<file path="src/design/wb_pkg.sv">
package wb_pkg;

    // classic wishbone, single transfer only
    localparam int ADR_W = 32;
    localparam int DAT_W = 32;
    localparam int SEL_W = DAT_W / 8; // one enable per byte lane

    // manager -> target, held stable from stb high until ack is seen
    typedef struct packed {
        logic [ADR_W-1:0] adr;  // byte address
        logic [DAT_W-1:0] dat;  // write data
        logic [SEL_W-1:0] sel;  // byte enables
        logic             we;   // 1 = write
        logic             stb;  // strobe, valid transfer
        logic             cyc;  // bus cycle in progress
    } wb_req_t;

    // target -> manager
    typedef struct packed {
        logic [DAT_W-1:0] dat;  // read data, only meaningful with ack
        logic             ack;  // one cycle per transfer
    } wb_rsp_t;

endpackage

</file>
<file path="src/design/soc_map_pkg.sv">
package soc_map_pkg;

    // managers sharing the one channel
    localparam int NUM_MANAGERS = 4;
    localparam int MGR_IDX_W    = $clog2(NUM_MANAGERS);

    // sram window, word addressed behind a byte bus
    localparam logic [31:0] SRAM_BASE  = 32'h0000_0000;
    localparam int          SRAM_WORDS = 256;                 // 1 KiB
    localparam int          SRAM_ADR_W = $clog2(SRAM_WORDS);
    localparam logic [31:0] SRAM_BYTES = 32'(SRAM_WORDS * 4); // window size

    // status register window
    localparam logic [31:0] REG_BASE  = 32'h0001_0000;
    localparam logic [31:0] REG_BYTES = 32'd64;
    localparam int          REG_OFS_W = $clog2(64);           // byte offset bits inside window

    typedef logic [REG_OFS_W-1:0] reg_ofs_t;

    localparam reg_ofs_t REG_ID_OFS      = 6'h00;
    localparam reg_ofs_t REG_SCRATCH_OFS = 6'h04;
    localparam reg_ofs_t REG_CNT_OFS     = 6'h08; // manager i counter at +4*i

    localparam logic [31:0] SOC_ID = 32'h5742_0001;

endpackage

</file>
<file path="src/design/wb_addr_decoder.sv">
module wb_addr_decoder (
    input  logic            CLK,
    input  logic            nRST,

    input  wb_pkg::wb_req_t bus_req,  // granted cycle from the arbiter
    output wb_pkg::wb_rsp_t bus_rsp,

    output wb_pkg::wb_req_t sram_req,
    input  wb_pkg::wb_rsp_t sram_rsp,

    output wb_pkg::wb_req_t reg_req,
    input  wb_pkg::wb_rsp_t reg_rsp
);

    logic sram_hit;   // address inside the sram window
    logic reg_hit;    // address inside the register window
    logic unm_stb;    // live cycle that nobody claims
    logic unm_ack_q;  // ack from the internal responder

    // both windows are power-of-two sized and aligned, so a mask compare does
    assign sram_hit = (bus_req.adr & ~(soc_map_pkg::SRAM_BYTES - 32'd1))
                      == soc_map_pkg::SRAM_BASE;
    assign reg_hit  = (bus_req.adr & ~(soc_map_pkg::REG_BYTES - 32'd1))
                      == soc_map_pkg::REG_BASE;

    assign unm_stb  = bus_req.stb && bus_req.cyc && !sram_hit && !reg_hit;

    // address and data fan out, only the strobes are gated
    always_comb begin
        sram_req     = bus_req;
        sram_req.stb = bus_req.stb && sram_hit;
        sram_req.cyc = bus_req.cyc && sram_hit;

        reg_req      = bus_req;
        reg_req.stb  = bus_req.stb && reg_hit;
        reg_req.cyc  = bus_req.cyc && reg_hit;
    end

    // unmapped responder, acks one cycle later like a real target, writes dropped
    always_ff @(posedge CLK or negedge nRST) begin
        if (!nRST) begin
            unm_ack_q <= 1'b0;
        end else begin
            unm_ack_q <= unm_stb && !unm_ack_q; // never twice for one cycle
        end
    end

    // response mux follows the address, which the owner holds through its ack
    always_comb begin
        if (sram_hit) begin
            bus_rsp = sram_rsp;
        end else if (reg_hit) begin
            bus_rsp = reg_rsp;
        end else begin
            bus_rsp.dat = '0;        // unmapped reads return zero
            bus_rsp.ack = unm_ack_q;
        end
    end

endmodule

</file>
<file path="config.mk">
export PLATFORM = sky130hd
export DESIGN_NAME = wb_addr_decoder
export DESIGN_NICKNAME = d
export VERILOG_FILES = /design/src/design/wb_pkg.sv /design/src/design/soc_map_pkg.sv /design/src/design/wb_addr_decoder.sv
export SDC_FILE = /design/constraint.sdc
export NUM_CORES = 1
export LEC_CHECK = 0
export BUFFER_PORTS_ARGS = -buffer_cell sky130_fd_sc_hd__buf_2
export CORE_AREA = 5 5 119 121
export CTS_CLUSTER_SIZE = 8
export DETAILED_ROUTE_END_ITERATION = 6
export DIE_AREA = 0 0 124 126
export PLACE_DENSITY_LB_ADDON = 0.1
export SETUP_SLACK_MARGIN = 0.1
export SLEW_MARGIN = 20
export SYNTH_ARGS = -nofsm -noshare
export SYNTH_HDL_FRONTEND = slang
export SYNTH_SLANG_ARGS = --single-unit
</file>
<file path="constraint.sdc">
create_clock -name CLK -period 2.8 [get_ports CLK]
set_clock_uncertainty 0.1 [all_clocks]
set_input_delay 0 -clock CLK [delete_from_list [all_inputs] [get_ports CLK]]
set_output_delay 0 -clock CLK [all_outputs]
set_load 0.01 [all_outputs]
</file>
== Yosys cells after proc, flatten, opt, wreduce, memory -nomap -nowiden ==
Cells that the tools add are included.
Storage, ports and cells
  register bits after elaboration: 1
  bits of input ports: 139
  output and inout bits: 175
  word-level logic and storage cells: 16
Cells by class
  equal/unequal tests: 1
  muxes and demuxes: 2
  reductions and logical operators: 12
Operator list (count)
  $mux W33: 2
  $logic_not A32 Y1: 1
  $eq A26 B11 Y1 const B: 1
  $logic_and A1 B1 Y1: 8
  $logic_not A1 Y1: 3

== Logic depth before layout (Yosys ltp) ==
  depth after elaboration: 5
  gate-level depth with buffers: 5
  depth with buffers taken out: 4

== Worst setup path after synthesis ==
Ideal clock, no wire load.
  path kind: input-to-output
  from: input bus_req[58] in the netlist's numbering
  to: output bus_rsp[13] in the netlist's numbering
  arrival: 1.151 ns
  required time: 2.700 ns
  path slack: 1.549 ns
  cell stages on the path: 5
  buffers on the path: 1
  path through: nor4_2 > nand4_2 > nor3_4 > buf_6 > a22o_1
RTL lines
  start, declared: RTL line wb_addr_decoder.sv:5  | input wb_pkg::wb_req_t bus_req,
  end, declared: RTL line wb_addr_decoder.sv:6  | output wb_pkg::wb_rsp_t bus_rsp,

==> key figures <==
Die
  – Die ar.: around 0.016 mm^2
  – Die height: approximately 130 um
  – Starting Density: about an eighth
  – Top Ports: around 310
  – Die Wd: about 120 um
  – Core Box Area: between 0.01 and 0.015 mm^2
  – Row count: 42

STA
  – Actual slew at the worst max-slew pin: between 0.3 and 0.4 ns
  – Setup-failing EPs final: 0
  – Max_slew headroom: about three quarters
  – Final worst path period need: about 1.7 ns
  – Period utilisation layout: 60.6%
  – Final Max Slew Viols: 0
  – FMAX: about 600 MHz
  – Hold Violations, Final: 0
  – RSZ-0062 raised after global routing: false
  – WHS: roughly 0.11 ns
  – Setup_tns: 0 ns

Detailed routing
  – Routed wire length per instance: between 10 and 15 um
  – DR vias/cell: 3.34
  – Total number of vias: ~1600
  – Iter 0 DRT Violations: 22
  – DRC: 0
  – Post-route ant nets: 0
  – Pre-Repair DR Iteration Count: 3
  – WL final: 6740 um

Setup path
  – CP Buf/Inv Count: 3
  – Crit path to: bus_rsp[5]
  – Crit-path leading delay family: simple AND/OR/NAND/NOR gates
  – Critical path startpoint category: input pin
  – Worst Setup SP: bus_req[62]
  – Crit path capture type: output port
  – CP most frequent cell: buf_2
  – Crit Path Max Fanout: 29
  – Worst path required time: approximately 2.7 ns
  – R2R setup slack: 1.96 ns
  – Crit-path max cell delay: between 0.3 and 0.4 ns
  – R2R Path Start: unm_ack_q$_DFF_PN0_
  – FF-to-FF End: unm_ack_q$_DFF_PN0_
  – Worst Path Arrival: between 1.5 and 2 ns
  – CP cell instances: buf_2, nor4_2, nand4_2, nor3_4, buf_12, a22o_1, buf_2
  – CP Class: in2out
  – R2R depth: 1
  – Levels on crit path: 7
  – Critical path's slowest cell: nor3_4

Yosys
  – Post-synthesis xor/xnor area fraction: 0%
  – Netlist cell types: 19
  – Ys Warns: 0
  – Seq/Total Area, Yosys: 1.54%
  – Adder-Cell Fraction of Synth Area: 0%
  – Yosys reg bits: 1
  – Mux share of post-synthesis cell area: 0%
  – Compound-Gate Fraction of Synth Area: approximately a fifth
  – Syn Nets: ~340
  – Post-Syn Instances: roughly 200
  – Post-Synth Simple-Gate Area: a little under an eighth
  – Most area-consuming cells after synthesis: buf_4 64%, a22o_2 13%, a22o_1 5.9%, buf_6 4.1%, nor3_4 2.0%
  – Synthesized cell area: roughly 0.0016 mm^2
  – Area leader, netlist: buf_4
  – Largest family of logic cells by synthesized area: buffers and inverters
  – Share of the synthesized area in the top cell type: a little under two thirds
  – Mean post-synth cell area: between 8 and 9 um^2

Layout
  – Finished Layout Cells: around 460
  – Layout cells sized above 1: roughly 74%
  – Commonest non-fill, non-tap cell in the layout: buf_2
  – Largest regs: unm_ack_q x1
  – Most frequent cells in the layout: 184 x buf_2, 44 x dlygate4sd3_1, 21 x a22o_2
  – Final design utilization: between 10% and 20%
  – Layout net count: between 400 and 500
  – Max reg flops: 1
  – Area growth, synth to finish: 31.8%
  – Antenna cells: 0
  – Top reg by flops: unm_ack_q

Clock tree
  – Resized cells post-CTS: 0
  – Cts hold-fix bufs: 44
  – Post-CTS Setup Repair Bufs: 0
  – Worst skew pair latency: 0 ns

Global route
  – Initial antenna violation count: 1
  – Overflow after GRT: 0
  – Largest net degree at the start of global routing: 30
  – GRT Util Overall: between 7 and 8%
  – Vias in the first global route: 1583
  – First-pass GRT wire length: 8720 um

Placed design
  – PortBufs: ~180
  – Gp weighted congestion: ~0.70
  – Final HPWL DP: about 5500 um
  – Dpl cells: 420

Power
  – Maximum VDD drop: about 0.000030 V
  – Final Power: between 0.2 and 0.3 mW
  – Pwr/cell area: 122 mW/mm^2
  – Leak: 1.19 nW

Run status
  – Status: finished clean

Run
  – Max Cap Viol: 0

Min path
  – Hold Crit Class: in2out
  – Worst hold path cell count: 2
==> final cells by class <==
type / count / area [um^2]
tap: 176 / 220
fill: 1468 / 10800
multi-input combinational: 56 / 497
inverter: 1 / 3.75
timing repair buffer: 230 / 1400
sequential: 1 / 25.0
==> metal layers <==
metal	vias to the layer above	wire length, um	global-route usage [%]
li1	725	-	-
met1	677	1970	6.52
met2	145	3970	16.0
met3	2	778	1.17
met4	2	2	0
met5	-	13	0
==> cells in the mapped netlist <==
cell     number
nor2_1        1
nand2_1       4
nor4_1        3
o21ai_0       1
buf_6         6
and2_1        4
nor3_1        1
nor3_4        2
nand3_1       1
a22o_1       11
a22o_2       21
nand4_2       1
dfrtp_1       1
or4_1         2
buf_4       138
nand4_1       1
inv_1         1
nor4_4        1
nor4_2        2
==> kinds of logic (layout without fill, tap and decap cells) <==
logic type | after synthesis | after routing
simple gates | 23 | 23
compound gates | 33 | 33
buf+inv | 145 | 231
flops | 1 | 1
==> metrics by stage <==
stage,worst slack [ns],instance area [um^2]
2_1_floorplan,1.55,1630
3_3_place_gp,1.09,1710
3_5_place_dp,1.01,1710
4_1_cts,1.01,2150
5_1_grt,0.918,2150
6_report,1.10,2150
==> worst min-delay path by stage <==
stage,startpoint,endpoint,slack (ns)
after floorplan,nRST,unm_ack_q$_DFF_PN0_,-0.40
after global placement,nRST,unm_ack_q$_DFF_PN0_,-0.32
after detailed placement,nRST,unm_ack_q$_DFF_PN0_,-0.32
after CTS,bus_req[50],sram_req[50],0.11
after global routing,bus_req[47],reg_req[47],0.12
final,bus_req[50],sram_req[50],0.11
==> power by group <==
part | leakage, nW | switching, mW | internal (mW)
Combinational | 1.17 | 0.128 | 0.119
Clock | 0 | 0 | 0
Sequential | 0.0131 | 0.000618 | 0.0155
Total | 1.19 | 0.128 | 0.135
No activity file was read; power rests on OpenSTA's default activity.
