===== src/design/wb_pkg.sv =====
package wb_pkg;

    // classic wishbone, single transfer only
    localparam int ADR_W = 32;
    localparam int DAT_W = 32;
    localparam int SEL_W = DAT_W / 8; // one enable per byte lane

    // manager -> target, held stable from stb high until ack is seen
    typedef struct packed {
        logic [ADR_W-1:0] adr;  // byte address
        logic [DAT_W-1:0] dat;  // write data
        logic [SEL_W-1:0] sel;  // byte enables
        logic             we;   // 1 = write
        logic             stb;  // strobe, valid transfer
        logic             cyc;  // bus cycle in progress
    } wb_req_t;

    // target -> manager
    typedef struct packed {
        logic [DAT_W-1:0] dat;  // read data, only meaningful with ack
        logic             ack;  // one cycle per transfer
    } wb_rsp_t;

endpackage


===== src/design/soc_map_pkg.sv =====
package soc_map_pkg;

    // managers sharing the one channel
    localparam int NUM_MANAGERS = 4;
    localparam int MGR_IDX_W    = $clog2(NUM_MANAGERS);

    // sram window, word addressed behind a byte bus
    localparam logic [31:0] SRAM_BASE  = 32'h0000_0000;
    localparam int          SRAM_WORDS = 256;                 // 1 KiB
    localparam int          SRAM_ADR_W = $clog2(SRAM_WORDS);
    localparam logic [31:0] SRAM_BYTES = 32'(SRAM_WORDS * 4); // window size

    // status register window
    localparam logic [31:0] REG_BASE  = 32'h0001_0000;
    localparam logic [31:0] REG_BYTES = 32'd64;
    localparam int          REG_OFS_W = $clog2(64);           // byte offset bits inside window

    typedef logic [REG_OFS_W-1:0] reg_ofs_t;

    localparam reg_ofs_t REG_ID_OFS      = 6'h00;
    localparam reg_ofs_t REG_SCRATCH_OFS = 6'h04;
    localparam reg_ofs_t REG_CNT_OFS     = 6'h08; // manager i counter at +4*i

    localparam logic [31:0] SOC_ID = 32'h5742_0001;

endpackage


===== src/design/wb_arbiter.sv =====
module wb_arbiter #(
    parameter int NUM_MANAGERS = soc_map_pkg::NUM_MANAGERS
) (
    input  logic             CLK,
    input  logic             nRST,

    input  wb_pkg::wb_req_t  mgr_req [NUM_MANAGERS], // one request per manager
    output wb_pkg::wb_rsp_t  mgr_rsp [NUM_MANAGERS], // only the owner sees the response

    output wb_pkg::wb_req_t  bus_req,                // to the decoder
    input  wb_pkg::wb_rsp_t  bus_rsp,                // from the decoder

    output logic [NUM_MANAGERS-1:0] grant            // one-hot, who is on the bus right now
);

    // one-hot state, bit 0 is idle, bit i+1 is manager i owning the bus
    logic [NUM_MANAGERS:0] state;
    logic [NUM_MANAGERS:0] next_state;

    always_ff @(posedge CLK or negedge nRST) begin
        if (!nRST) begin
            state <= '0;
            state[0] <= 1'b1; // come out of reset idle
        end else begin
            state <= next_state;
        end
    end

    always_comb begin
        next_state = state;  // hold by default, covers back-pressure
        bus_req    = '0;
        grant      = '0;
        for (int m = 0; m < NUM_MANAGERS; m++) begin
            mgr_rsp[m] = '0; // non-owners see ack low and dat zero
        end

        if (state[0]) begin
            // idle: walk from the top down so the lowest index is the last to stick
            for (int m = NUM_MANAGERS - 1; m >= 0; m--) begin
                if (mgr_req[m].stb && mgr_req[m].cyc) begin
                    next_state        = '0;
                    next_state[m + 1] = 1'b1;  // take ownership at the next edge
                    bus_req           = mgr_req[m]; // mealy pass-through this cycle
                    grant             = '0;
                    grant[m]          = 1'b1;
                end
            end
            // no response is routed while idle, targets have nothing pending
        end else begin
            // owned: route request out and response back to the owner alone
            for (int m = 0; m < NUM_MANAGERS; m++) begin
                if (state[m + 1]) begin
                    bus_req    = mgr_req[m];
                    grant[m]   = 1'b1;
                    mgr_rsp[m] = bus_rsp;
                    if (bus_rsp.ack) begin
                        next_state    = '0;
                        next_state[0] = 1'b1; // release, next edge may start a new grant
                    end
                end
            end
        end
    end

    // note: an owner that drops cyc without an ack would hang the bus,
    // the managers here always wait for their ack before releasing

endmodule


===== config.mk =====
export PLATFORM = sky130hd
export DESIGN_NAME = wb_arbiter
export DESIGN_NICKNAME = d
export VERILOG_FILES = /design/src/design/wb_pkg.sv /design/src/design/soc_map_pkg.sv /design/src/design/wb_arbiter.sv
export SDC_FILE = /design/constraint.sdc
export NUM_CORES = 1
export LEC_CHECK = 0
export BUFFER_PORTS_ARGS = -buffer_cell sky130_fd_sc_hd__buf_2
export CAP_MARGIN = 20
export CORE_AREA = 2 2 207 209
export CTS_CLUSTER_DIAMETER = 80
export DETAILED_ROUTE_END_ITERATION = 8
export DIE_AREA = 0 0 209 211
export MAX_ROUTING_LAYER = met4
export PLACE_DENSITY = 0.46
export SYNTH_ARGS = -nofsm -noshare
export SYNTH_HDL_FRONTEND = slang
export SYNTH_SLANG_ARGS = --single-unit

===== constraint.sdc =====
create_clock -name CLK -period 1.76 [get_ports CLK]
set_clock_uncertainty 0.15 [all_clocks]
set_input_delay 0.176 -clock CLK [delete_from_list [all_inputs] [get_ports CLK]]
set_output_delay 0.176 -clock CLK [all_outputs]
set_load 0.05 [all_outputs]

# After elaboration in Yosys (flattened, before gate mapping)
# Cells that the tools add are included.
word_totals:
  reg_bits: 5
  inputBits: 319
  output_inout_bits: 207
  word_cells: 43
op_classes:
  eq_ne: 1
  muxes: 36
  n_reduce_logical: 4
op_table:
  columns: ["operator", "count"]
  rows:
  - ["71-bit two-way mux", 9]
  - ["132-bit two-way mux", 1]
  - ["33-bit two-way mux", 4]
  - ["5-bit two-way mux", 13]
  - ["4-bit two-way mux", 5]
  - ["5-bit by 1-bit != test with 1-bit output (second input constant)", 1]
  - ["1-bit logical AND", 4]
  - ["1-bit two-way mux", 4]

# Logic depth before layout (Yosys ltp)
depth:
  depth_word: 9
  mapped_depth: 7
  mapped_depth_nobuf: 3

# Least setup slack after synthesis
# No wires, ideal clock.
synth_timing:
  path_kind: "flip-flop to output port"
  from: "reg state[3]"
  to: "out grant[2]"
  arrival_ps: 2134
  required_ps: 1434
  setup_slack_ps: -700
  stages_incl_launch_ff: 6
  n_path_buf: 3
  path_cell_list: "dfrtp_1 -> buf_2 -> clkbuf_1 -> clkbuf_1 -> inv_1 -> o21ai_0"
synth_between:
  elab_chain_cells: 2
synth_lines:
  columns: ["element", "line_no", "rtl"]
  rows:
  - ["start, declared", "wb_arbiter.sv:17", "logic [NUM_MANAGERS:0] state;"]
  - ["start signal, assigned", "wb_arbiter.sv:25", "state <= next_state;"]
  - ["1-bit two-way mux", "wb_arbiter.sv:52", "if (state[m + 1]) begin"]
  - ["4-bit two-way mux", "wb_arbiter.sv:37", "if (state[0]) begin"]
  - ["end, declared", "wb_arbiter.sv:13", "output logic [NUM_MANAGERS-1:0] grant"]
# Every way passes these cells.

==> results.txt <==
* Overall die area: 0.0441 mm2
* Status: complete, but fails checks
- The share of synthesized area in the top cell type comes to 11.7%.
- Hold/Removal Path Class: in2reg
- Counting the fill cells in the layout gives 4627.
* CTS tree: yes
* Clock tree root driver cell: sky130_fd_sc_hd__clkbuf_16
* Number of nets in the finished design: 1756
- For this block, the routed nets add up to 43600 um of wire.
- Startpoint of the worst hold path: bus_rsp[0]
- Setup violations remaining at the end of the flow were counted as 210.
* Number of global-route vias before repair: 10.3k
* Largest cells by area after synthesis: sky130_fd_sc_hd__a221o_1 12%, sky130_fd_sc_hd__and2_1 10%, sky130_fd_sc_hd__and3_1 10%
* Final cell utilization of the core: 26.0%
- Register with the most flip-flops: state
* Number of DRC markers after the initial detailed-route iteration: 1187
- Layout cells sized above 1: 46.1%
- The number of clock buffers added by TritonCTS is 3.
- The smallest clock period supported by the final layout is computed as 2.32 ns.
* Worst-Skew Late Latency: 0.23 ns
- Global-route wire length before repair: 61000 um
* Number of ports placed on the die boundary: 526
- Congestion Overflow GR: 0
- CP required: 1.43 ns
- Maximum capacitance violations: 0
* Unique cell type count in the Yosys netlist: 31
- Violated checks: negative setup slack
- Entering global routing, the biggest net connects 54 pins.
- For this run, the top clock speed supported by timing is 432 MHz.
- PwrDens: 766 mW/mm2
* Worst Tran Pin Value: 0.346 ns
* Critical path launch point: state[0]
* Detailed-route DRC error count: 0
- The region available for standard cell placement spans 0.0418 mm2.
* Data arrival time of the worst path: 1.99 ns
- No sink is reached through more buffers than the 2 on the longest clock path.
- For this design the static power due to leakage is 5.21 nW.
- Post-synth top area cell: sky130_fd_sc_hd__a221o_1
- The worst setup path is captured at an output port.
* Vertical die dimension: 211 um
* Synth Cell Area: 0.00616 mm2
- Sorting the synthesized cells by how often they occur yields 110 x sky130_fd_sc_hd__clkbuf_1, 102 x sky130_fd_sc_hd__and2_1, 102 x sky130_fd_sc_hd__and3_1, 75 x sky130_fd_sc_hd__a21oi_1, 73 x sky130_fd_sc_hd__inv_1.
- In the final routed layout, each cell accounts on average for 22.0 um.
* Count of vias placed by the detailed router: 10.7k
* Type of origin of the critical path: flop
- Number of H-tree levels: 1
- DP Area: 0.0102 mm2
- Clock input transition at the sequential cells of the worst setup and hold paths: 0.03 ns
* Startpoint of the worst-slack reg-to-reg timing path: state[0]
- After layout, the worst setup slack is -0.556 ns.
- Global placer's final weighted congestion: 0.900
- Max-slew violations: 0
* Initial antenna violation count: 6
- In the synthesized netlist the async set-or-reset flop fraction comes to 100%.
- Final Cycle Share: 132%
- The clock drives 5 sinks.
- Most used standard cell by instance count after synthesis: sky130_fd_sc_hd__clkbuf_1
- EDFF count, synth: 0
- Gr usage total: 18.0%
* Number of endpoints with negative hold slack in the final report: 0
- After technology mapping, the gate count stands at 951.
* Synth-to-Final Area Change: 75.9%
- Crit Path Category: reg2out
- In this run, synthesis produced a sequential element count of 5.
* Regs by FF count: state (5)
- The average instance in the mapped netlist occupies 6.48 um2.
* Number of flip-flops under the largest register name: 5
* Relative slew slack: 77.0%
* RSZ-0062 raised after global routing: yes
- Total number of yosys warnings: 0
- Via density per instance: 5.41
* Sequential cell area fraction in the yosys report: 2.05%
- Summing all non-filler instances in the final layout gives an area of 0.0108 mm2.
- Net Count, Synth: 1270
* Count of TritonRoute iterations in the first routing pass: 5
- Max rail drop VDD: 426 uV
* ANT nets after route: 0
- During placement, the flow inserted port buffers numbering 525.
- Die Span X: 209 um
* Dpl hpwl: 31100 um
- Peak fanout along the critical path: 6
- Row Count: 75
- In the synthesized netlist the dominant register cell turns out to be sky130_fd_sc_hd__dfrtp_1.
- Initial Utilization: 14.8%
[placed cells by master (no fill, tap or decap), types with 3 or more instances in the layout]
| cell type | instances |
|---|---|
| sky130_fd_sc_hd__clkbuf_16 | 11 |
| sky130_fd_sc_hd__nand2_1 | 4 |
| sky130_fd_sc_hd__and2_2 | 7 |
| sky130_fd_sc_hd__a32oi_1 | 67 |
| sky130_fd_sc_hd__a311oi_1 | 69 |
| sky130_fd_sc_hd__buf_16 | 3 |
| sky130_fd_sc_hd__and2_1 | 95 |
| sky130_fd_sc_hd__o21ai_2 | 11 |
| sky130_fd_sc_hd__a21oi_1 | 73 |
| sky130_fd_sc_hd__buf_12 | 45 |
| sky130_fd_sc_hd__o21ai_1 | 28 |
| sky130_fd_sc_hd__a31oi_1 | 5 |
| sky130_fd_sc_hd__o211ai_1 | 69 |
| sky130_fd_sc_hd__nand3b_1 | 71 |
| sky130_fd_sc_hd__and3_1 | 102 |
| sky130_fd_sc_hd__inv_1 | 73 |
| sky130_fd_sc_hd__diode_2 | 6 |
| sky130_fd_sc_hd__a221o_1 | 72 |
| sky130_fd_sc_hd__o21ai_0 | 31 |
| sky130_fd_sc_hd__buf_2 | 444 |
| sky130_fd_sc_hd__buf_6 | 5 |
| sky130_fd_sc_hd__buf_4 | 120 |
[metrics by stage]
stage / power, mW / TNS (ns) / worst slack (ns) / cells / hold slack (ns)
after floorplan: 4.75 / -34.87 / -0.511 / 951 / -0.270
after global placement: 7.16 / -54.25 / -0.353 / 1960 / -0.144
after detailed placement: 7.19 / -53.28 / -0.342 / 1960 / -0.145
after CTS: 7.93 / -90.36 / -0.558 / 1966 / 0.149
after global routing: 8.66 / -100.41 / -0.610 / 1979 / 0.189
final: 8.30 / -88.76 / -0.556 / 1981 / 0.155
[final cells by class]
type	count	area [um2]	area share, %
multi-input cells	727	5270	48.6
repair buffers	627	4390	40.5
well taps	539	674	6.22
inverters	73	274	2.53
flip-flops and latches	5	139	1.28
clock buffers	4	78.8	0.727
diodes	6	15.0	0.138
[path summary, 6_finish.rpt]
kind                               end  slack (ns)  cells past startpoint
setup reg to reg              state[1]       -0.24                      7
min in group asynchronous     state[2]        0.19                      2
hold / removal                state[2]        0.15                      2
setup / recovery           bus_req[65]       -0.56                      6
max in group asynchronous     state[0]        1.05                      2
hold reg to reg               state[4]        0.62                      3
[power by group]
group | switching (mW) | internal, mW
logic | 5.00 | 2.76
registers | 0.0301 | 0.142
clock network | 0.0743 | 0.300
total | 5.10 | 3.20
[kinds of logic (layout without fill, tap and decap cells)]
kind of cell | Yosys count | in the layout | share of synthesized area, %
buffers and inverters | 219 | 704 | 14.3
DFF | 5 | 5 | 2.05
other | 0 | 6 | 0
AOI/OAI and AO/OA | 434 | 434 | 52.7
and+or+nand+nor | 293 | 293 | 31.0
[repair_timing]
item / CTS / global route
setup buffers: 0 / 3
pin swaps: 3 / 11
hold endpoints to repair: 5 / 0
cloned: 1 / 6
hold buffers: 1 / 0
gates resized for setup: 77 / 67
endpoints found under the setup margin: 210 / 210
[metal layers]
layer | up-vias | wire length, um | global-route usage (%)
li1 | 4752 | - | -
met1 | 5094 | 17700 | 21.9
met2 | 780 | 20500 | 30.0
met3 | 99 | 4050 | 3.37
met4 | 0 | 1350 | 5.94
met5 | - | 0 | -
[worst max-delay path: stages (launching register included)]
cell,delay (ns)
sky130_fd_sc_hd__dfstp_4,0.63
sky130_fd_sc_hd__a21boi_4,0.21
sky130_fd_sc_hd__buf_12,0.18
sky130_fd_sc_hd__clkbuf_16,0.18
sky130_fd_sc_hd__o21ai_2,0.05
sky130_fd_sc_hd__o211ai_1,0.28
sky130_fd_sc_hd__clkbuf_16,0.23
(Power assumes the default switching activity.)
