## config.mk

```make
export PLATFORM = sky130hd
export DESIGN_NAME = wb_status_regs
export DESIGN_NICKNAME = d
export VERILOG_FILES = /design/src/design/wb_pkg.sv /design/src/design/soc_map_pkg.sv /design/src/design/wb_status_regs.sv
export SDC_FILE = /design/constraint.sdc
export NUM_CORES = 1
export LEC_CHECK = 0
export BUFFER_PORTS_ARGS = -buffer_cell sky130_fd_sc_hd__buf_4
export CORE_MARGIN = 3
export CORE_UTILIZATION = 63
export CTS_CLUSTER_SIZE = 16
export DETAILED_ROUTE_END_ITERATION = 10
export PLACE_DENSITY = 0.87
export SLEW_MARGIN = 20
export SYNTH_ARGS = -nofsm -noshare
export SYNTH_HDL_FRONTEND = slang
export SYNTH_SLANG_ARGS = --single-unit
export TNS_END_PERCENT = 5
```

## constraint.sdc

```tcl
create_clock -name CLK -period 4.05 [get_ports CLK]
set_clock_uncertainty 0.15 [all_clocks]
set_input_delay 0.81 -clock CLK [delete_from_list [all_inputs] [get_ports CLK]]
set_output_delay 0.81 -clock CLK [all_outputs]
set_load 0.02 [all_outputs]
```

## src/design/wb_pkg.sv

```systemverilog
package wb_pkg;

    // classic wishbone, single transfer only
    localparam int ADR_W = 32;
    localparam int DAT_W = 32;
    localparam int SEL_W = DAT_W / 8; // one enable per byte lane

    // manager -> target, held stable from stb high until ack is seen
    typedef struct packed {
        logic [ADR_W-1:0] adr;  // byte address
        logic [DAT_W-1:0] dat;  // write data
        logic [SEL_W-1:0] sel;  // byte enables
        logic             we;   // 1 = write
        logic             stb;  // strobe, valid transfer
        logic             cyc;  // bus cycle in progress
    } wb_req_t;

    // target -> manager
    typedef struct packed {
        logic [DAT_W-1:0] dat;  // read data, only meaningful with ack
        logic             ack;  // one cycle per transfer
    } wb_rsp_t;

endpackage

```

## src/design/soc_map_pkg.sv

```systemverilog
package soc_map_pkg;

    // managers sharing the one channel
    localparam int NUM_MANAGERS = 4;
    localparam int MGR_IDX_W    = $clog2(NUM_MANAGERS);

    // sram window, word addressed behind a byte bus
    localparam logic [31:0] SRAM_BASE  = 32'h0000_0000;
    localparam int          SRAM_WORDS = 256;                 // 1 KiB
    localparam int          SRAM_ADR_W = $clog2(SRAM_WORDS);
    localparam logic [31:0] SRAM_BYTES = 32'(SRAM_WORDS * 4); // window size

    // status register window
    localparam logic [31:0] REG_BASE  = 32'h0001_0000;
    localparam logic [31:0] REG_BYTES = 32'd64;
    localparam int          REG_OFS_W = $clog2(64);           // byte offset bits inside window

    typedef logic [REG_OFS_W-1:0] reg_ofs_t;

    localparam reg_ofs_t REG_ID_OFS      = 6'h00;
    localparam reg_ofs_t REG_SCRATCH_OFS = 6'h04;
    localparam reg_ofs_t REG_CNT_OFS     = 6'h08; // manager i counter at +4*i

    localparam logic [31:0] SOC_ID = 32'h5742_0001;

endpackage

```

## src/design/wb_status_regs.sv

```systemverilog
module wb_status_regs (
    input  logic            CLK,
    input  logic            nRST,

    input  wb_pkg::wb_req_t req,
    output wb_pkg::wb_rsp_t rsp,

    input  logic [soc_map_pkg::NUM_MANAGERS-1:0] grant, // current owner, one-hot
    input  logic                                 grant_ack // ack on the shared bus, any target
);

    soc_map_pkg::reg_ofs_t               ofs;      // word aligned byte offset
    soc_map_pkg::reg_ofs_t               cnt_rel;  // offset relative to the first counter
    logic [soc_map_pkg::MGR_IDX_W-1:0]   cnt_sel;  // which counter is addressed
    logic                                cnt_hit;
    logic                                access;
    logic                                ack_q;
    logic [wb_pkg::DAT_W-1:0]            rd_data;
    logic [wb_pkg::DAT_W-1:0]            rdat_q;
    logic [wb_pkg::DAT_W-1:0]            scratch;
    logic [31:0]                         cnt [soc_map_pkg::NUM_MANAGERS]; // completed transfers

    assign ofs     = {req.adr[soc_map_pkg::REG_OFS_W-1:2], 2'b00};
    assign cnt_rel = ofs - soc_map_pkg::REG_CNT_OFS;
    assign cnt_sel = cnt_rel[soc_map_pkg::MGR_IDX_W+1:2];
    assign cnt_hit = (ofs >= soc_map_pkg::REG_CNT_OFS)
                     && (cnt_rel[soc_map_pkg::REG_OFS_W-1:2] < soc_map_pkg::NUM_MANAGERS);
    assign access  = req.stb && req.cyc && !ack_q;

    // read mux, unused offsets read as zero
    always_comb begin
        rd_data = '0;
        if (ofs == soc_map_pkg::REG_ID_OFS) begin
            rd_data = soc_map_pkg::SOC_ID;
        end else if (ofs == soc_map_pkg::REG_SCRATCH_OFS) begin
            rd_data = scratch;
        end else if (cnt_hit) begin
            rd_data = cnt[cnt_sel];
        end
    end

    // control, scratch and counters
    always_ff @(posedge CLK or negedge nRST) begin
        if (!nRST) begin
            ack_q   <= 1'b0;
            scratch <= '0;
            for (int i = 0; i < soc_map_pkg::NUM_MANAGERS; i++) begin
                cnt[i] <= '0;
            end
        end else begin
            ack_q <= access;
            // only scratch is writable, ID and counters just ack
            if (access && req.we && ofs == soc_map_pkg::REG_SCRATCH_OFS) begin
                for (int b = 0; b < wb_pkg::SEL_W; b++) begin
                    if (req.sel[b]) scratch[8*b +: 8] <= req.dat[8*b +: 8];
                end
            end
            // bus ack only rises while the owner holds stb, so ack plus grant marks a done transfer
            for (int i = 0; i < soc_map_pkg::NUM_MANAGERS; i++) begin
                if (grant_ack && grant[i]) cnt[i] <= cnt[i] + 32'd1;
            end
        end
    end

    // read data sampled on the request cycle
    always_ff @(posedge CLK) begin
        if (access) rdat_q <= rd_data;
    end

    assign rsp.dat = rdat_q;
    assign rsp.ack = ack_q;

endmodule

```

# Word level (Yosys, flattened, before mapping)
# Index checks and enable logic that the tools add are counted.
[op_classes] bitwise_logic=1 magnitude_cmp=3 n_reduce_logical=15 eq_ne=1 mux=5 n_addsub=5
[ops] operator="adder 32 x 1 -> 32 bit, second input constant" count=4
[ops] operator="two-way mux 32 bit" count=4
[ops] operator="binary-select mux 32 bit (select 2 bit)" count=1
[ops] operator="logical AND 1 bit" count=9
[ops] operator="AND reduction 2 bit" count=4
[ops] operator=">= comparator 6 x 4 -> 1 bit, second input constant" count=1
[ops] operator="zero test 6 bit" count=1
[ops] operator="subtractor 6 x 4 -> 6 bit, second input constant" count=1
[ops] operator="== test 4 x 1 -> 1 bit, second input constant" count=1
[ops] operator="< comparator 4 x 3 -> 1 bit, second input constant" count=1
[ops] operator=">= comparator 3 bit, second input constant" count=1
[ops] operator="NOT 2 -> 3 bit" count=1
[ops] operator="zero test 1 bit" count=1
[totals] elab_cells=40 regBits=193

# Longest topological paths before layout
# Gate-level depths: netlist of run 1.
[depth] depth_word=7 ltp_mapped=9

# Worst setup path before layout of run 1
# No wires, ideal clock.
[synth_path] path_type="input to register" from="input req[1] (netlist bit)" to="register rdat_q[0] (netlist bit), enable pin" path_stages=2 path_slack_ns=1.188 t_arrival_ns=2.290 n_path_buf=0 required_time_ns=3.478 setup_time_ns=0.422 cell_sequence="nand2_1 > nor2_1"
[synth_between] elab_chain_len=2
[synth_lines] item="from (decl)" line="wb_status_regs.sv:5" source="input wb_pkg::wb_req_t req,"
[synth_lines] item="logical AND 1 bit (2 in a row)" line="wb_status_regs.sv:28" source="assign access = req.stb && req.cyc && !ack_q;"
[synth_lines] item="via access" line="wb_status_regs.sv:16" source="logic access;"
[synth_lines] item="to (signal assigned)" line="wb_status_regs.sv:67" source="if (access) rdat_q <= rd_data;"
[synth_lines] item="to (decl)" line="wb_status_regs.sv:19" source="logic [wb_pkg::DAT_W-1:0] rdat_q;"
# The timed path passes the listed nets, and every way through them passes these cells.
# A chain may end at the register's enable or synchronous reset.

# Final worst setup path of run 1
[layout_path] from="input req[42] (netlist bit)" to="register rdat_q[20] (netlist bit) (data pin)"
[layout_between] elab_chain_len=7 word_cells_on_any_way=12 cone_classes="1 x add/sub; 2 x order compare; 1 x eq/ne; 5 x mux; 1 x bitwise; 2 x reduce/logical"
[layout_lines] item="subtractor 6 x 4 -> 6 bit" line="wb_status_regs.sv:24" source="assign cnt_rel = ofs - soc_map_pkg::REG_CNT_OFS;"
[layout_lines] item="NOT 2 -> 3 bit (not written as such)" line="wb_status_regs.sv:38" source="rd_data = cnt[cnt_sel];"
[layout_lines] item="binary-select mux 32 bit (select 2 bit)" line="wb_status_regs.sv:38"
[layout_lines] item="two-way mux 32 bit (not written as such) (2 in a row)" line="wb_status_regs.sv:38"
[layout_lines] item="two-way mux 32 bit" line="wb_status_regs.sv:37" source="end else if (cnt_hit) begin"
[layout_lines] item="two-way mux 32 bit" line="wb_status_regs.sv:35" source="end else if (ofs == soc_map_pkg::REG_SCRATCH_OFS) begin"
# Parallel ways exist; a longest one is shown, timed or not. The select of a mux whose other input is x is not followed.

==> results by group, run 1 <==
Flow run
  – Max Cap Violations: 0

Setup path
  – Reg2Reg Depth: 4
  – Setup CP Type: primary input to flop
  – Worst path required time: around 4.2 ns
  – R2R Setup Slk: 1.59 ns
  – Startpoint Class: primary input
  – Crit-path cells: buf_4 > or3_1 > o211a_1 > a22oi_1 > nor2_1
  – WP data arrival: 2.99 ns
  – Crit path capture type: flop
  – Worst path slowest cell: o211a_1
  – Max incr delay on CP: 0.86 ns
  – Critical path peak fanout: 36

Die
  – Die ar.: 16100 sq um
  – IO Count: ~110
  – Core ar.: 14100 sq um
  – Starting Density: 65.3%
  – Placement Rows: 43
  – Die Wd: 127 um
  – Chip height: 127 um

STA
  – Setup Viol. Count Final: 0
  – Final hold vios: 0
  – Final worst path period share: 70.4%
  – Final slew viol count: 0
  – Max_slew headroom: between 20 and 30%
  – Top achievable clock speed: 0.351 GHz
  – RSZ-0062 raised after global routing: no
  – WHS: 0.326 ns
  – Setup total negative slack: 0 ns
  – Min Clock Period, post-route: 2.85 ns
  – Worst slew pin tran: 1.07 ns

GRT
  – Gr ovfl total: 0
  – First-pass GRT wire length: 36.7 mm
  – Initial antenna violation count: 0
  – Gr usage total: 29.5%
  – Vias in the first global route: 6773
  – Largest net degree at the start of global routing: 96

Placed design
  – Post-DP HPWL: 15.7 mm
  – Input/output buffers: 82
  – Placed Area: roughly 10000 sq um
  – Inst Count DP: between 900 and 1000
  – GPL Wtd Cong: 0.949

Synth
  – Synthesized area: between 9000 and 10000 sq um
  – Ys async rst share: 83.4%
  – Syn Inst Count: around 750
  – Post-synth EDFFs: 32
  – Synth top area cells: dfrtp_1 (44%), edfxtp_1 (10%), xnor2_1 (8.8%)
  – Post-synthesis sequential area ratio: ~54%
  – Synth cell types: 37
  – Syn Area/Cell: roughly 12 sq um
  – Ys flop type: dfrtp_1
  – Synth Net Count: a little over 800
  – Area share of the largest cell type after synthesis: 43.8%
  – Syn. warnings: 0
  – Register bit count reported by yosys: 193
  – Area leader, netlist: dfrtp_1

Route
  – Final ANT Viol Nets: 0
  – DRC: 0
  – Avg WL per Cell: 22.5 um
  – DR pass1 iterations: 6
  – Via/cell ratio: between 6 and 7
  – DRT Wirelength: around 23 mm
  – Initial DRC count: 826
  – Total number of vias: around 6700

Power and ir drop
  – Peak supply drop: 0.000315 V
  – Leakage: between 4 and 5 nW
  – Pwr dens: 421 nW/um^2

Finish
  – Commonest cells after routing, fill and taps aside: dfrtp_1 (161), xnor2_1 (92), buf_4 (89), nand4_1 (51), nand2_1 (48)
  – Non-filler cells, final: about 1000
  – Nets@finish: 914
  – Layout area overhead: 15.0%
  – Diodes inserted: 0
  – Final Cell Area: 10600 sq um
  – Fraction of layout cells with a size suffix above 1: 23.4%
  – Multi-input logic area: slightly above 4000 sq um
  – Most common cell after layout, fill and taps aside: dfrtp_1
  – # fillers: 813
  – FF+latch area: approximately 5000 sq um

Clock tree
  – Clk Latency, worst-skew pair: 0.44 ns
  – Postcts setup bufs: 0
  – Clock Path Buffers: 2
  – # hold bufs at CTS: 0
  – Cts repair resizes: 0
  – CTS tree: yes
  – H-tree Lvls: 4
  – CTS root buffer: clkbuf_16
  – Clock Sinks: 193
  – Clk slew on worst S/H paths: 0.07 ns
  – CTS Buf Count: 17

Min path
  – HP Class: primary input to asynchronous set/reset pin

Outcome
  – Status: finished, final reports clean
==> through the flow <==
step,total power [W],setup slack (ns),util (%)
global placement,0.00283,0.887,71.1
finish,0.00445,1.20,75.0
detailed placement,0.00288,0.802,71.1
global route,0.00460,1.01,75.0
CTS,0.00444,1.23,74.9
floorplan,0.00265,1.19,-
==> layer usage <==
layer | share of wire [%] | global-route usage [%] | up-vias | wire length [um]
met5 | 0 | 0 | - | 0
met4 | 1.7 | 8.01 | 0 | 388
met3 | 9.8 | 7.20 | 44 | 2260
met2 | 50 | 48.3 | 410 | 11500
met1 | 39 | 40.1 | 3398 | 8920
li1 | - | - | 2890 | -
==> kinds of logic after synthesis <==
logic type                 Yosys count  synth area share [%]
muxes                               68                  12.2
buffers and inverters               38                  1.66
adders and majority gates            6                 0.816
AOI/OAI and AO/OA                   33                  2.50
DFF                                193                  54.2
xor gates and xnor gates           125                  11.9
and+or+nand+nor                    283                  16.6
==> power by group <==
| part | total, W | internal (W) | switching, W |
|---|---|---|---|
| sequential | 0.00234 | 0.00214 | 0.000204 |
| clock | 0.00158 | 0.000857 | 0.000724 |
| combinational | 0.000529 | 0.000261 | 0.000268 |
==> final timing paths <==
kind | startpoint | end
min in group CLK | cnt[31] | cnt[31]
max in group asynchronous | nRST | cnt[87]
setup / recovery | req[42] | rdat_q[20]
setup reg to reg | cnt[72] | cnt[95]
hold reg to reg | cnt[31] | cnt[31]
hold / removal | nRST | scratch[24]
==> worst max-delay path, delay by kind of cell <==
family / cells / cell delay [ns]
AOI/OAI and AO/OA: 2 / 1.09
buffers and inverters: 1 / 0.41
and+or+nand+nor: 2 / 0.66
==> cells in the mapped netlist, types with 5 or more instances <==
cell type / instances
nand3_1: 44
nand4_1: 51
xor2_1: 33
inv_1: 12
buf_2: 5
a22oi_1: 24
ha_1: 6
nor3_1: 14
dfrtp_1: 161
and3_1: 23
o21ai_0: 8
mux2_2: 35
nand2_1: 48
nor4_1: 13
clkbuf_1: 18
nor2_1: 48
mux4_2: 32
and4_1: 11
nor2b_1: 9
edfxtp_1: 32
xnor2_1: 92
==> registers in the layout, indices dropped and copies added (netlist names) <==
| register | flops |
|---|---|
| scratch | 32 |
| ack_q | 1 |
| cnt | 128 |
| rdat_q | 32 |
==> layout make-up <==
type	instances	share of cell area, %
clock buffers	21	4.26
clock inverters	11	0.852
inverters	12	0.426
multi-input cells	515	38.6
flip-flops and latches	193	47.2
well taps	180	2.13
repair buffers	91	6.61
(Power assumes the default switching activity.)
==> inputs of run 2 (changes only) <==
Settings changed: CORE_UTILIZATION 63 to 58, PLACE_DENSITY 0.87 to 0.82.
Clock period 4.05 ns to 2.95 ns, I/O delays scaled along.
==> run 2 against run 1 <==
Net effect:
- the flow now finishes with violations (negative hold slack)
- routed wire length is 3.8% lower
- sequential power rose by 37%
- sequential share of layout area decreased by 0.68 points
- largest cell class unchanged
- highest routed layer unchanged
==> results by group, run 2 (synthesis results as in run 1) <==
Placed design
  – Input/output buffers: 82 (unchanged)
  – Post-DP HPWL: 16.0 mm (+1.4%)
  – GPL Wtd Cong: 0.939 (-1.1%)

STA
  – Setup total negative slack: 0 ns (unchanged)
  – Top achievable clock speed: 0.426 GHz
  – Final slew viol count: 0 (unchanged)
  – Final hold vios: 8 (+8)
  – RSZ-0062 raised after global routing: no
  – Setup Viol. Count Final: 0 (unchanged)
  – Max_slew headroom: 36.6% (+8.2 points)
  – Min Clock Period, post-route: approximately 2.3 ns
  – WHS: -0.0221 ns (-0.348 ns)
  – Final worst path period share: 79.6%
  – Worst slew pin tran: 0.952 ns (-0.115 ns)

Die
  – Die Wd: 132 um (+4.0%)
  – Starting Density: 59.8% (-5.4 points)
  – Placement Rows: 45 (+4.7%)
  – Chip height: 132 um (+4.0%)
  – Core ar.: 15400 sq um (+9.0%)
  – IO Count: 111 (unchanged)
  – Die ar.: 17400 sq um (+8.2%)

Clock tree
  – Cts repair resizes: 0 (unchanged)
  – Postcts setup bufs: 0 (unchanged)
  – CTS root buffer: clkbuf_16
  – Clock Sinks: 193 (unchanged)
  – CTS Buf Count: 17 (unchanged)
  – H-tree Lvls: 4 (unchanged)
  – # hold bufs at CTS: 0 (unchanged)
  – Clk Latency, worst-skew pair: 0.43 ns (about the same)
  – Clock Path Buffers: 2 (unchanged)
  – CTS tree: yes
  – Clk slew on worst S/H paths: 0.07 ns (about the same)

GRT
  – Gr ovfl total: 0 (unchanged)
  – Vias in the first global route: 6674 (-1.5%)
  – First-pass GRT wire length: 36.1 mm (-1.9%)
  – Gr usage total: 26.3% (-3.3 points)
  – Initial antenna violation count: 0 (unchanged)
  – Largest net degree at the start of global routing: 64 (-33%)

Finish
  – Biggest regs: cnt (128), rdat_q (32), scratch (32)
  – Largest register FFs: 128 (unchanged)
  – Nets@finish: 925 (+1.2%)
  – Final Util: 69.8% (-5.2 points)
  – # fillers: 995 (+22%)
  – Most common cell after layout, fill and taps aside: dfrtp_1
  – Reg with most FFs: cnt
  – Fraction of layout cells with a size suffix above 1: 24.2% (+0.87 points)
  – Diodes inserted: 0 (unchanged)
  – Layout area overhead: 16.7%
  – Commonest cells after routing, fill and taps aside: dfrtp_1 (161), buf_4 (99), xnor2_1 (92), nand4_1 (51), nand2_1 (48)

Setup path
  – Critical path peak fanout: 6 (-83%)
  – Setup CP Type: flop to flop
  – Crit path capture type: flop
  – Worst path required time: 3.16 ns (-1.02 ns)
  – WP data arrival: 2.56 ns (-0.43 ns)
  – Startpoint Class: flop

Route
  – Initial DRC count: 676 (-18%)
  – Final ANT Viol Nets: 0 (unchanged)
  – Via/cell ratio: 6.31 (-4.3%)
  – DR pass1 iterations: 7 (+1)
  – DRT Wirelength: 22.2 mm (-3.8%)
  – Total number of vias: 6716 (-0.39%)
  – Avg WL per Cell: 20.8 um (-7.6%)
  – DRC: 0 (unchanged)

Min path
  – HP Class: primary input to asynchronous set/reset pin

Outcome
  – Status: complete, but fails checks
  – Failing checks: negative hold slack

Flow run
  – Max Cap Violations: 0 (unchanged)

Power and ir drop
  – Leakage: 4.70 nW (+1.5%)
  – Pwr dens: 576 nW/um^2 (+37%)
  – Peak supply drop: 0.000420 V (+33%)
## run 2: cell types whose count changed in the layout (fill, tap and decap cells not counted), sizes merged
cell | previous run | this run
buf | 91 | 102
inv | 13 | 16
clkbuf | 21 | 19
clkinvlp | 2 | 0
bufinv | 1 | 2
## run 2: metrics by stage
stage | hold WS [ns] | instances | setup WS [ns] | area [sq um] | total power [W]
after floorplan | 0.144 | 746 | 0.308 | 9200 | 0.00363
after global placement | 0.309 | 1033 | 0.250 | 10200 | 0.00389
after detailed placement | 0.316 | 1033 | 0.222 | 10200 | 0.00397
after CTS | 0.00154 | 1065 | 0.617 | 10700 | 0.00621
after global routing | 0.0180 | 1065 | 0.526 | 10700 | 0.00641
final | -0.0221 | 1065 | 0.601 | 10700 | 0.00619
## run 2: worst paths after layout
| kind | slack, ns | start | endpoint | cells after the start |
|---|---|---|---|---|
| max | 0.60 | cnt[1] | cnt[28] | 5 |
| min | -0.02 | nRST | scratch[17] | 1 |
| max reg2reg | 0.60 | cnt[1] | cnt[28] | 5 |
| min reg2reg | 0.33 | cnt[95] | cnt[95] | 1 |
| max in group asynchronous | 1.94 | nRST | scratch[4] | 2 |
| min in group CLK | 0.23 | req[22] | scratch[15] | 2 |
## run 2: layout make-up
type	instances	area (sq um)	share of cell area (%)
Sequential cell	193	4990	46.5
Multi-Input combinational cell	515	4060	37.9
Timing Repair Buffer	102	795	7.40
Clock buffer	19	443	4.13
Tap cell	211	264	2.46
Clock inverter	13	133	1.24
Inverter	12	45.0	0.420
## run 2: where the power goes
part           switching (W)  internal, W  leakage [nW]
Sequential          0.000278      0.00293          2.48
Clock               0.000985      0.00127         0.283
Combinational       0.000352     0.000365          1.94
Total                0.00162      0.00457          4.70
## run 2: routing by layer
metal	vias to the layer above	share of wire [%]	GRT usage (%)	routed length, um
met5	-	0	0	0
met4	0	1.8	7.93	396
met3	38	7.9	5.27	1760
met2	341	49	42.2	10800
met1	3414	42	36.8	9230
li1	2923	-	-	-
## run 2: worst max-delay path, stage by stage (launching register included)
cell and delay, ns:
dfrtp_1 0.42, ha_1 0.21, nand4_1 0.22, or4_1 0.76, nor4_1 0.36, xnor2_1 0.16
==> inputs of run 3 (changes only) <==
Settings changed: ABC_AREA from default to 1, CORE_UTILIZATION 58 to 60, PLACE_DENSITY 0.82 to 0.83.
Clock period 2.95 ns to 2.3 ns, I/O delays scaled along.
==> run 3 against run 2 <==
Net effect:
- the run now ends clean
- sequential cell count unchanged
- die area increased by 10%
- routed wire length increased by 28%
- maximum frequency increased by 21%
- critical path depth increased by 3
- via count increased by 41%
- critical path type unchanged
- critical endpoint is now cnt[88]
==> results by group, run 3 <==
Outcome
  – Status: finished, final reports clean

STA
  – Setup Viol. Count Final: 0 (unchanged)
  – Worst slew pin tran: 0.480 ns (-0.472 ns)
  – Min Clock Period, post-route: 1.93 ns (-0.414 ns)
  – Setup total negative slack: 0 ns (unchanged)
  – WHS: 0.103 ns (+0.125 ns)
  – Top achievable clock speed: 0.517 GHz (+21%)
  – Final worst path period share: 84.1% (+4.5 points)
  – Max_slew headroom: 68.0% (+31 points)
  – Final hold vios: 0 (-8)
  – RSZ-0062 raised after global routing: no
  – Final slew viol count: 0 (unchanged)

Setup path
  – Critical path endpoint: cnt[88]
  – Worst r2r src: cnt[64]
  – Setup CP Type: flop to flop
  – Worst path required time: 2.48 ns (-0.68 ns)
  – Reg2Reg Depth: 8 (+3)
  – WP data arrival: 2.12 ns (-0.44 ns)
  – Reg-to-reg endpoint: cnt[88]
  – Crit path capture type: flop
  – Critical path peak fanout: 4 (-2)
  – Startpoint Class: flop
  – Worst setup path start: cnt[64]
  – R2R Setup Slk: 0.37 ns (-0.24 ns)

Die
  – Die Wd: 139 um (+5.0%)
  – Starting Density: 62.5% (+2.7 points)
  – Chip height: 139 um (+5.0%)
  – IO Count: 111 (unchanged)
  – Core ar.: 16900 sq um (+9.8%)
  – Die ar.: 19200 sq um (+10%)
  – Placement Rows: 47 (+4.4%)

Power and ir drop
  – Int Power: 0.00562 W (+23%)
  – Combinational share of power: 13.6% (+2.0 points)
  – Sw power: 0.00246 W (+52%)
  – Pwr dens: 669 nW/um^2 (+16%)
  – Leakage: 5.91 nW (+26%)
  – Seq pwr share: 50.2% (-1.7 points)
  – Switch share: 30.5% (+4.3 points)
  – Clock share of power: 36.2% (-0.3 points)
  – Peak supply drop: 0.000528 V (+26%)

Min path
  – HP Class: primary input to flop

Synth
  – Area leader, netlist: dfrtp_1
  – Area share of the largest cell type after synthesis: 38.2% (-5.6 points)
  – Ys flop type: dfrtp_1
  – Register bit count reported by yosys: 193 (unchanged)
  – Synth cell types: 32 (-14%)
  – Synth Net Count: 1431 (+72%)
  – Post-synthesis sequential area ratio: 47.3% (-6.9 points)
  – Synthesized area: 10500 sq um (+15%)
  – Commonest cells post-synth: nand2_1 (401), inv_1 (186), dfrtp_1 (161)
  – Syn Area/Cell: 7.83 sq um (-36%)
  – Syn Inst Count: 1347 (+81%)
  – Post-synth EDFFs: 32 (unchanged)
  – Syn. warnings: 0 (unchanged)
  – Ys async rst share: 83.4% (unchanged)
  – Top-count cell post-synth: nand2_1
  – Synth top area cells: dfrtp_1 (38%), nand2_1 (14%), edfxtp_1 (9.1%)

GRT
  – Met2 Use GR: 47.3% (+5.1 points)
  – Initial antenna violation count: 0 (unchanged)
  – Largest net degree at the start of global routing: 44 (-31%)
  – Routing usage on met1: 40.8% (+4.0 points)
  – Gr ovfl total: 0 (unchanged)
  – Most used routing layer in global routing: met2
  – First-pass GRT wire length: 45.7 mm (+27%)
  – Gr usage total: 29.8% (+3.5 points)
  – Vias in the first global route: 8952 (+34%)
  – GR Util met3: 7.55% (+2.3 points)

Clock tree
  – Clock Sinks: 193 (unchanged)
  – H-tree Lvls: 4 (unchanged)
  – CTS tree: yes
  – Clk Latency, worst-skew pair: 0.44 ns (about the same)
  – Postcts setup bufs: 0 (unchanged)
  – Cts repair resizes: 0 (unchanged)
  – CTS root buffer: clkbuf_16
  – CTS Buf Count: 17 (unchanged)
  – Clock Path Buffers: 2 (unchanged)
  – Clk slew on worst S/H paths: 0.08 ns (about the same)

Route
  – Final ANT Viol Nets: 0 (unchanged)
  – Avg WL per Cell: 17.0 um (-18%)
  – DRC: 0 (unchanged)
  – Total number of vias: 9480 (+41%)
  – DR pass1 iterations: 7 (unchanged)
  – Via/cell ratio: 5.68 (-9.9%)
  – DRT Wirelength: 28.4 mm (+28%)
  – Initial DRC count: 1053 (+56%)

Finish
  – Diodes inserted: 0 (unchanged)
  – Most common cell after layout, fill and taps aside: nand2_1
  – Fraction of layout cells with a size suffix above 1: 12.6% (-12 points)
  – Non-filler cells, final: 1669 (+57%)
  – Commonest cells after routing, fill and taps aside: nand2_1 (401), inv_1 (186), dfrtp_1 (161), nor2_1 (117), buf_4 (92)
  – Reg with most FFs: cnt
  – # fillers: 1290 (+30%)
  – Biggest regs: cnt (128), rdat_q (32), scratch (32)
  – Largest register FFs: 128 (unchanged)
  – Final Cell Area: 12100 sq um (+13%)
  – Layout area overhead: 14.6%
  – Nets@finish: 1520 (+64%)

Placed design
  – Input/output buffers: 82 (unchanged)
  – Post-DP HPWL: 20.9 mm (+31%)
  – Placed Area: 11500 sq um (+13%)
  – Inst Count DP: 1636 (+58%)
  – GPL Wtd Cong: 0.965 (+2.8%)

Flow run
  – Max Cap Violations: 0 (unchanged)
[run 3: per-stage QoR]
| step | power [W] | utilization [%] | worst slack, ns |
|---|---|---|---|
| 3_5_place_dp | 0.00518 | 68.1 | 0.137 |
| 3_3_place_gp | 0.00513 | 68.1 | 0.180 |
| 4_1_cts | 0.00808 | 71.6 | 0.380 |
| 5_1_grt | 0.00840 | 71.6 | 0.201 |
| 6_report | 0.00809 | 71.6 | 0.365 |
| 2_1_floorplan | 0.00472 | - | 0.304 |
[run 3: power by group through the flow]
stage	Sequential (W)	Clock, W	Combinational [W]
after detailed placement	0.00410	0	0.00108
after floorplan	0.00406	0	0.000660
after CTS	0.00405	0.00294	0.00110
final	0.00406	0.00293	0.00110
after global routing	0.00409	0.00310	0.00121
after global placement	0.00410	0	0.00103
[run 3: area by class of cell]
| cell class | count | area (sq um) | share of cell area [%] |
|---|---|---|---|
| clock buffers | 18 | 429 | 3.55 |
| well taps | 220 | 275 | 2.28 |
| clock inverters | 14 | 144 | 1.19 |
| flip-flops and latches | 193 | 4990 | 41.3 |
| inverters | 190 | 714 | 5.91 |
| multi-input cells | 935 | 4720 | 39.0 |
| repair buffers | 99 | 812 | 6.72 |
[run 3: per-layer routing]
metal | up-vias | part of all wire (%)
met5 | - | 0
met4 | 0 | 2.7
met3 | 73 | 9.1
met2 | 497 | 46
met1 | 4480 | 42
li1 | 4430 | -
[run 3: worst min-delay path by stage]
| stage | slack [ns] | start | cells after the start | end |
|---|---|---|---|---|
| floorplan | 0.01 | nRST | 0 | ack_q |
| CTS | 0.1 | req[28] | 3 | scratch[21] |
| finish | 0.10 | req[28] | 3 | scratch[21] |
| detailed placement | 0.27 | nRST | 1 | cnt[89] |
| global placement | 0.27 | nRST | 1 | cnt[89] |
| global route | 0.11 | req[28] | 3 | scratch[21] |
[run 3: logic make-up after synthesis]
family / synth area share, %
adder cells (fa/ha/maj): 0.712
XOR/XNOR: 6.96
multiplexers: 0.214
AO/OA/AOI/OAI: 6.77
buffers and inverters: 7.98
flip-flops: 47.3
AND/OR/NAND/NOR: 30.0
[run 3: repair_timing]
item | CTS | global route
endpoints found under the hold margin | 39 | 0
hold buffers | 1 | 0
setup endpoints to repair | 0 | 0
[run 3: worst max-delay path, cell delays in order (launching register included)]
cell and delay (ns):
dfrtp_1 0.42, ha_1 0.22, nand3_1 0.09, nor2_1 0.28
nand3_1 0.20, nor2_1 0.28, nand2_1 0.08, nand2_1 0.07
nand2_1 0.05
